File: src/logic/lc3b_types.sv
package lc3b_types;

    typedef logic [15:0] lc3b_word;
    typedef logic [2:0]  lc3b_reg;
    typedef logic [2:0]  lc3b_nzp;  // n, z, p.

    typedef enum logic [3:0] {
        op_br   = 4'b0000,
        op_add  = 4'b0001,
        op_ldb  = 4'b0010,
        op_stb  = 4'b0011,
        op_jsr  = 4'b0100,
        op_and  = 4'b0101,
        op_ldr  = 4'b0110,
        op_str  = 4'b0111,
        op_rti  = 4'b1000,
        op_not  = 4'b1001,
        op_ldi  = 4'b1010,
        op_sti  = 4'b1011,
        op_jmp  = 4'b1100,
        op_shf  = 4'b1101,
        op_lea  = 4'b1110,
        op_trap = 4'b1111
    } lc3b_opcode;

    typedef enum logic [2:0] {
        alu_add,
        alu_and,
        alu_not,
        alu_pass,
        alu_sll,
        alu_srl,
        alu_sra
    } lc3b_aluop;

    localparam int          num_regs    = 8;
    localparam lc3b_nzp     cc_zero     = 3'b010;
    localparam logic [1:0]  addr2_off6  = 2'b01;
    localparam logic [1:0]  addr2_off9  = 2'b10;
    localparam logic [1:0]  drmux_adder = 2'b01;
    localparam logic [1:0]  drmux_alu   = 2'b11;

    typedef struct packed {
        lc3b_opcode opcode;
        lc3b_aluop  aluop;
        logic       load_cc;
        logic       load_regfile;
        logic       sr2mux_sel;    // immediate operand.
        logic [1:0] addr2mux_sel;
        logic [1:0] drmux_sel;
        logic       mem_write;
    } lc3b_control_word;

    typedef struct packed {
        logic     valid;
        lc3b_word pc;
        lc3b_word ir;
    } instr_in_t;

    typedef struct packed {
        logic     valid;
        lc3b_reg  dest;
        lc3b_word data;
    } wb_out_t;

    typedef struct packed {
        logic     valid;
        lc3b_word addr;
        lc3b_word data;
    } store_out_t;

endpackage

File: src/logic/control_rom.sv
`timescale 1ns/1ns

module control_rom (
    input  lc3b_types::lc3b_opcode       opcode,
    input  logic                         imm_check,   // also picks sra over srl.
    input  logic                         jsr_check,
    input  logic                         rshf_check,
    output lc3b_types::lc3b_control_word ctrl
);
    import lc3b_types::*;

    always_comb begin
        ////////////////////////////////////////////////////////////
        // defaults
        ////////////////////////////////////////////////////////////
        ctrl.opcode       = opcode;
        ctrl.aluop        = alu_pass;
        ctrl.load_cc      = 1'b0;
        ctrl.load_regfile = 1'b0;
        ctrl.sr2mux_sel   = 1'b0;
        ctrl.addr2mux_sel = 2'b00;
        ctrl.drmux_sel    = 2'b00;
        ctrl.mem_write    = 1'b0;

        ////////////////////////////////////////////////////////////
        // per opcode
        ////////////////////////////////////////////////////////////
        case (opcode)
            op_add: begin
                ctrl.aluop        = alu_add;
                ctrl.load_regfile = 1'b1;
                ctrl.load_cc      = 1'b1;
                ctrl.drmux_sel    = drmux_alu;
                ctrl.sr2mux_sel   = imm_check;  // imm5 or sr2.
            end

            op_and: begin
                ctrl.aluop        = alu_and;
                ctrl.load_regfile = 1'b1;
                ctrl.load_cc      = 1'b1;
                ctrl.drmux_sel    = drmux_alu;
                ctrl.sr2mux_sel   = imm_check;
            end

            op_not: begin
                ctrl.aluop        = alu_not;
                ctrl.load_regfile = 1'b1;
                ctrl.load_cc      = 1'b1;
                ctrl.drmux_sel    = drmux_alu;
            end

            op_shf: begin
                if (!rshf_check) begin
                    ctrl.aluop = alu_sll;
                end else if (!imm_check) begin
                    ctrl.aluop = alu_srl;
                end else begin
                    ctrl.aluop = alu_sra;
                end
                // amount rides in the low bits of the immediate.
                ctrl.sr2mux_sel   = 1'b1;
                ctrl.load_regfile = 1'b1;
                ctrl.load_cc      = 1'b1;
                ctrl.drmux_sel    = drmux_alu;
            end

            op_lea: begin
                ctrl.addr2mux_sel = addr2_off9;
                ctrl.drmux_sel    = drmux_adder;
                ctrl.load_regfile = 1'b1;
                ctrl.load_cc      = 1'b1;
            end

            op_str: begin
                ctrl.mem_write    = 1'b1;
                ctrl.addr2mux_sel = addr2_off6;  // base + off6.
            end

            op_jsr: begin
                ctrl = '0;
                if (jsr_check) begin  // pc relative jsr.
                end else begin        // jsrr through a base register.
                end
            end

            default: begin
                ctrl = '0;  // no path here.
            end
        endcase
    end

endmodule

File: src/logic/regfile.sv
`timescale 1ns/1ns

module regfile (
    input  logic                 clk,
    input  logic                 rst_n,
    input  logic                 we,
    input  lc3b_types::lc3b_reg  wdest,
    input  lc3b_types::lc3b_word wdata,
    input  lc3b_types::lc3b_reg  sr1,
    input  lc3b_types::lc3b_reg  sr2,
    output lc3b_types::lc3b_word sr1_data,
    output lc3b_types::lc3b_word sr2_data
);
    import lc3b_types::*;

    lc3b_word regs [num_regs];

    always_ff @(posedge clk or negedge rst_n) begin
        if (!rst_n) begin
            for (int i = 0; i < num_regs; i++) begin
                regs[i] <= '0;
            end
        end else if (we) begin
            regs[wdest] <= wdata;
        end
    end

    // reads return the stored value.
    assign sr1_data = regs[sr1];
    assign sr2_data = regs[sr2];

endmodule

File: src/logic/alu.sv
`timescale 1ns/1ns

module alu (
    input  lc3b_types::lc3b_aluop aluop,
    input  lc3b_types::lc3b_word  a,
    input  lc3b_types::lc3b_word  b,
    output lc3b_types::lc3b_word  f
);
    import lc3b_types::*;

    logic [3:0] shamt;

    assign shamt = b[3:0];

    always_comb begin
        case (aluop)
            alu_add:  f = a + b;
            alu_and:  f = a & b;
            alu_not:  f = ~a;
            alu_pass: f = a;
            alu_sll:  f = a << shamt;
            alu_srl:  f = a >> shamt;
            alu_sra:  f = lc3b_word'($signed(a) >>> shamt);  // sign fill.
            default:  f = a;
        endcase
    end

endmodule

File: src/logic/datapath.sv
`timescale 1ns/1ns

module datapath (
    input  logic                         clk,
    input  logic                         rst_n,
    input  lc3b_types::instr_in_t        instr,
    input  lc3b_types::lc3b_control_word ctrl,
    input  lc3b_types::lc3b_word         sr1_data,
    input  lc3b_types::lc3b_word         sr2_data,
    input  lc3b_types::lc3b_word         alu_f,
    output lc3b_types::lc3b_aluop        aluop,
    output lc3b_types::lc3b_word         alu_a,
    output lc3b_types::lc3b_word         alu_b,
    output logic                         rf_we,
    output lc3b_types::lc3b_reg          rf_dest,
    output lc3b_types::lc3b_word         rf_data,
    output lc3b_types::wb_out_t          wb,
    output lc3b_types::store_out_t       store,
    output lc3b_types::lc3b_nzp          cc
);
    import lc3b_types::*;

    typedef struct packed {
        lc3b_control_word ctrl;
        lc3b_word         pc;
        lc3b_word         ir;
        lc3b_word         sr1;
        lc3b_word         sr2;
    } ex_reg_t;

    logic     ex_valid;
    ex_reg_t  ex;
    lc3b_reg  id_sr1;
    lc3b_reg  id_sr2;
    lc3b_word sr1_fwd;
    lc3b_word sr2_fwd;
    lc3b_word addr_base;
    lc3b_word addr_off;
    lc3b_word addr_sum;
    lc3b_nzp  cc_next;

    ////////////////////////////////////////////////////////////
    // decode side and bypass from the instruction one ahead
    ////////////////////////////////////////////////////////////
    assign id_sr1  = instr.ir[8:6];
    assign id_sr2  = ctrl.mem_write ? instr.ir[11:9] : instr.ir[2:0];  // str reads sr.
    assign sr1_fwd = (rf_we && rf_dest == id_sr1) ? rf_data : sr1_data;
    assign sr2_fwd = (rf_we && rf_dest == id_sr2) ? rf_data : sr2_data;

    always_ff @(posedge clk or negedge rst_n) begin
        if (!rst_n) begin
            ex_valid <= 1'b0;
        end else begin
            ex_valid <= instr.valid;
        end
    end

    always_ff @(posedge clk) begin
        ex.ctrl <= ctrl;
        ex.pc   <= instr.pc;
        ex.ir   <= instr.ir;
        ex.sr1  <= sr1_fwd;
        ex.sr2  <= sr2_fwd;
    end

    ////////////////////////////////////////////////////////////
    // execute
    ////////////////////////////////////////////////////////////
    assign aluop = ex.ctrl.aluop;
    assign alu_a = ex.sr1;
    assign alu_b = ex.ctrl.sr2mux_sel ? {{11{ex.ir[4]}}, ex.ir[4:0]} : ex.sr2;

    always_comb begin
        case (ex.ctrl.addr2mux_sel)
            addr2_off6: begin
                addr_base = ex.sr1;
                addr_off  = {{9{ex.ir[5]}}, ex.ir[5:0], 1'b0};
            end
            addr2_off9: begin
                addr_base = ex.pc + 16'd2;  // pc already past this word.
                addr_off  = {{6{ex.ir[8]}}, ex.ir[8:0], 1'b0};
            end
            default: begin
                addr_base = ex.pc + 16'd2;
                addr_off  = '0;
            end
        endcase
    end

    assign addr_sum = addr_base + addr_off;

    always_comb begin
        case (ex.ctrl.drmux_sel)
            drmux_alu:   rf_data = alu_f;
            drmux_adder: rf_data = addr_sum;
            default:     rf_data = '0;
        endcase
    end

    assign rf_we   = ex_valid && ex.ctrl.load_regfile;
    assign rf_dest = ex.ir[11:9];
    assign cc_next = rf_data[15] ? 3'b100 : (rf_data == '0) ? 3'b010 : 3'b001;

    always_ff @(posedge clk or negedge rst_n) begin
        if (!rst_n) begin
            wb    <= '0;
            store <= '0;
            cc    <= cc_zero;
        end else begin
            wb.valid    <= rf_we;
            wb.dest     <= rf_dest;
            wb.data     <= rf_data;
            store.valid <= ex_valid && ex.ctrl.mem_write;
            store.addr  <= addr_sum;
            store.data  <= ex.sr2;  // bypassed store source.
            if (ex_valid && ex.ctrl.load_cc) begin
                cc <= cc_next;
            end
        end
    end

endmodule

File: src/logic/lc3b_core.sv
`timescale 1ns/1ns

module lc3b_core (
    input  logic                   clk,
    input  logic                   rst_n,
    input  lc3b_types::instr_in_t  instr,
    output lc3b_types::wb_out_t    wb,
    output lc3b_types::store_out_t store,
    output lc3b_types::lc3b_nzp    cc
);
    import lc3b_types::*;

    lc3b_control_word ctrl;
    lc3b_reg          sr2_idx;
    lc3b_word         sr1_data;
    lc3b_word         sr2_data;
    lc3b_aluop        aluop;
    lc3b_word         alu_a;
    lc3b_word         alu_b;
    lc3b_word         alu_f;
    logic             rf_we;
    lc3b_reg          rf_dest;
    lc3b_word         rf_data;

    control_rom u_rom (
        .opcode     (lc3b_opcode'(instr.ir[15:12])),
        .imm_check  (instr.ir[5]),
        .jsr_check  (instr.ir[11]),
        .rshf_check (instr.ir[4]),
        .ctrl       (ctrl)
    );

    assign sr2_idx = ctrl.mem_write ? instr.ir[11:9] : instr.ir[2:0];  // str data reg.

    regfile u_rf (
        .clk      (clk),
        .rst_n    (rst_n),
        .we       (rf_we),
        .wdest    (rf_dest),
        .wdata    (rf_data),
        .sr1      (instr.ir[8:6]),
        .sr2      (sr2_idx),
        .sr1_data (sr1_data),
        .sr2_data (sr2_data)
    );

    alu u_alu (
        .aluop (aluop),
        .a     (alu_a),
        .b     (alu_b),
        .f     (alu_f)
    );

    datapath u_dp (
        .clk      (clk),
        .rst_n    (rst_n),
        .instr    (instr),
        .ctrl     (ctrl),
        .sr1_data (sr1_data),
        .sr2_data (sr2_data),
        .alu_f    (alu_f),
        .aluop    (aluop),
        .alu_a    (alu_a),
        .alu_b    (alu_b),
        .rf_we    (rf_we),
        .rf_dest  (rf_dest),
        .rf_data  (rf_data),
        .wb       (wb),
        .store    (store),
        .cc       (cc)
    );

endmodule

File: config.mk
export PLATFORM = sky130hd
export DESIGN_NAME = lc3b_core
export DESIGN_NICKNAME = d
export VERILOG_FILES = /design/src/logic/lc3b_types.sv /design/src/logic/control_rom.sv /design/src/logic/regfile.sv /design/src/logic/alu.sv /design/src/logic/datapath.sv /design/src/logic/lc3b_core.sv
export SDC_FILE = /design/constraint.sdc
export NUM_CORES = 1
export LEC_CHECK = 0
export BUFFER_PORTS_ARGS = -buffer_cell sky130_fd_sc_hd__buf_2
export CAP_MARGIN = 20
export CORE_MARGIN = 4
export CORE_UTILIZATION = 55
export DETAILED_ROUTE_END_ITERATION = 8
export PLACE_DENSITY = 0.76
export REMOVE_ABC_BUFFERS = 1
export SYNTH_ARGS = -nofsm -noshare
export SYNTH_HDL_FRONTEND = slang
export SYNTH_SLANG_ARGS = --single-unit
File: constraint.sdc
create_clock -name clk -period 3.6 [get_ports clk]
set_input_delay 0.18 -clock clk [delete_from_list [all_inputs] [get_ports clk]]
set_output_delay 0.18 -clock clk [all_outputs]
set_load 0.03 [all_outputs]
==> results.toml <==
[drt]
wl_met3_um = 4910
drc_errors = 0
wl_um = 52100
drtAntennaViolNets = 0
wl_per_cell_um = 26.1
dr.pass1.iters = 7
vias = 13240
routed_via_density = 6.62
routedLengthMet1_um = 19800
wl_met2_um = 24600
top_layer = "met4"
drt-initial-drc-count = 1775

[floorplan]
dieArea_sq_um = 29300
die_x_um = 171
rows = 59
fp.dieH_um = 171
core-area_sq_um = 26100
initial_core_util_pct = 56.0
pin_count = 91

[finish]
drive_above_1_share_pct = 30.0
area_growth_pct = 22.2
design_area_sq_um = 17900
num-fill-cells = 1934
final_nets = 1715
diodes = 0

[clocking]
cts_tree = "built"
h-tree-depth = 1
cts_buffers = 27
cts_root_buf = "clkbuf_16"
cts.path.max_buffers = 3
cts.reportedPaths.clkPinSlew_ns = 0.06
clock_latency_ns = 0.55
clock-sinks = 255

[timing]
hold_violations = 0
period_needed_ns = 3.53
drv_slew = 0
setup_viol = 0
clock.fmax_ghz = 0.283
timing.final.crit_share_pct = 98.1
whs_ns = 0.0487
slew_headroom_pct = 33.3
grt_setup_unrepaired = "true"
skew_ns = 0.0182
tightestPinTransition_ns = 0.999
tns_ns = 0

[grt]
grt_overflow = 0
grt_max_degree = 101
grt_pass1_vias = 13143
antenna_found_initial = 0
grt_pass1_wl_um = 79400
track_usage_pct = 35.4

[setup_path]
cp_common_cell = "a21oi_1"
required_ns = 4.07
crit_chain = "buf_12, mux2i_4, inv_2, ha_1, buf_4, a21oi_1, a21oi_1, o41ai_1, xnor2_1, a21oi_1, and3_1, inv_1, nor4_1, nand4_1, o31ai_2"
arrival_ns = 4.00
crit_slowest_cell = "dfxtp_2"
cp-start-kind = "flip-flop"
critPathKind = "reg2reg"
cp_max_fo = 5
slowest_delay_ns = 0.40
end_kind = "flip-flop"

[synthesis]
synth_warnings = 0
synthCells = 1450
ys_seq_area_share_pct = 41.2
synth_top_area_share_pct = 31.5
syn_area_per_cell_sq_um = 10.1
synth.cell_area_sq_um = 14600
ys_types = 81
synthMostInstantiatedCell = "dfrtp_1"
ys_ff_latch = 255
synthTopCellsByArea = "dfrtp_1 31%, mux4_2 12%, dfxtp_1 9.6%"
ys_top_cells_by_count = "184 x dfrtp_1, 137 x nand2_1, 122 x a21oi_1"
ys_async_sr_fraction_pct = 72.5
yosysTopAreaCell = "dfrtp_1"
ys.flop_type = "dfrtp_1"
synth_edf_count = 0

[placement]
gp_congestion = 1.09
port_buffers = 90
dpl_cell_area_sq_um = 16300
dpl.hpwl_um = 35700

[min_path]
hp-class = "in2reg"

[run_status]
outcome = "finished, final reports clean"

[power]
peakVddDrop_mv = 0.418
p_leak_uw = 0.00790
power_density_nw_per_um2 = 525

[flow_run]
maxCapViolations = 0
## critical path: cells and delay by family, from the launching register on
kind | cells | cell delay, ns
mux | 1 | 0.25
simple gates | 3 | 0.73
xor+xnor | 1 | 0.17
compound gates | 5 | 1.14
flops | 1 | 0.40
buf+inv | 4 | 0.44
fa+ha+maj | 1 | 0.30
## cells in the final DEF, fill, tap and decap left out, drive strengths merged, types with 9 or more instances in the layout
master,netlist,final
buf,25,243
dfrtp,184,184
nand2,137,137
a21oi,122,122
nor2,118,118
o21ai,109,109
mux4,81,81
dfxtp,70,70
mux2,54,54
inv,43,45
mux2i,38,38
ha,35,35
clkbuf,88,35
dlygate4sd3,0,33
nor2b,32,32
a211oi,29,29
nor3,23,23
xnor2,22,22
nand3,20,20
xor2,19,19
and2,15,15
nand4,11,11
o211ai,10,10
a21o,10,10
a22oi,10,10
a31oi,10,10
clkinv,0,10
o22ai,9,9
## per-stage QoR
step	utilization, %	total power, uW	setup WS (ns)	std cells
final	68.4	9380	0.0676	1999
after global routing	68.4	9730	-0.0710	1999
after CTS	67.3	9280	0.000811	1988
after detailed placement	62.3	6330	-0.0679	1905
after global placement	62.3	6280	-0.0308	1905
after floorplan	-	5260	-2.64	1337
## per-layer routing
layer,up-vias,GRT usage (%)
li1,5704,-
met2,874,57.2
met5,-,0
met4,0,16.2
met1,6456,47.1
met3,206,6.01
## power breakdown
group | internal (uW) | switching, uW | leakage (uW) | total (uW)
Sequential | 3280 | 434 | 0.00297 | 3710
Combinational | 1200 | 1550 | 0.00446 | 2750
Clock | 1720 | 1200 | 0.000471 | 2920
## flip-flops by register name, summed over array words and instances (netlist names)
signal	flops
u_dp.alu_a	16
u_dp.aluop	3
u_dp.cc	3
u_dp.ex	48
u_dp.ex_valid	1
u_dp.rf_dest	3
u_dp.store	33
u_dp.wb	20
u_rf.regs	128
## logic make-up after synthesis
kind of cell | share of synthesized area [%]
adder cells (fa/ha/maj) | 3.27
buffers and inverters | 4.23
flip-flops | 41.2
multiplexers | 19.6
XOR/XNOR | 2.46
AND/OR/NAND/NOR | 12.4
AO/OA/AOI/OAI | 16.8
## worst paths after layout
check	startpoint	to	slack (ns)	cells after the start
max	u_dp.ex[69]	u_dp.cc[1]	0.07	15
min	instr[15]	u_dp.ex[68]	0.05	3
max reg2reg	u_dp.ex[69]	u_dp.cc[1]	0.07	15
min reg2reg	u_dp.ex[5]	u_dp.store[5]	0.35	0
max in group asynchronous	rst_n	u_rf.regs[124]	2.45	3
min in group asynchronous	rst_n	u_dp.wb[2]	0.24	2
## layout make-up
cell class / count / area (sq um) / area share [%]
tap: 335 / 419 / 2.35
timing repair buffer: 277 / 2040 / 11.4
sequential: 255 / 6050 / 33.8
multi-input combinational: 1039 / 8270 / 46.3
clock inverter: 16 / 175 / 0.980
clock buffer: 34 / 762 / 4.26
inverter: 43 / 164 / 0.917
## timing repair
item / 4_1_cts / 5_1_grt
gates resized for setup: 7 / 61
buffers inserted: 0 / 11
hold buffers: 33 / 0
gates cloned: 0 / 0
endpoints found under the hold margin: 127 / 0
pin swaps: 3 / 20
endpoints found under the setup margin: 21 / 85
No activity file was read; power rests on OpenSTA's default activity.
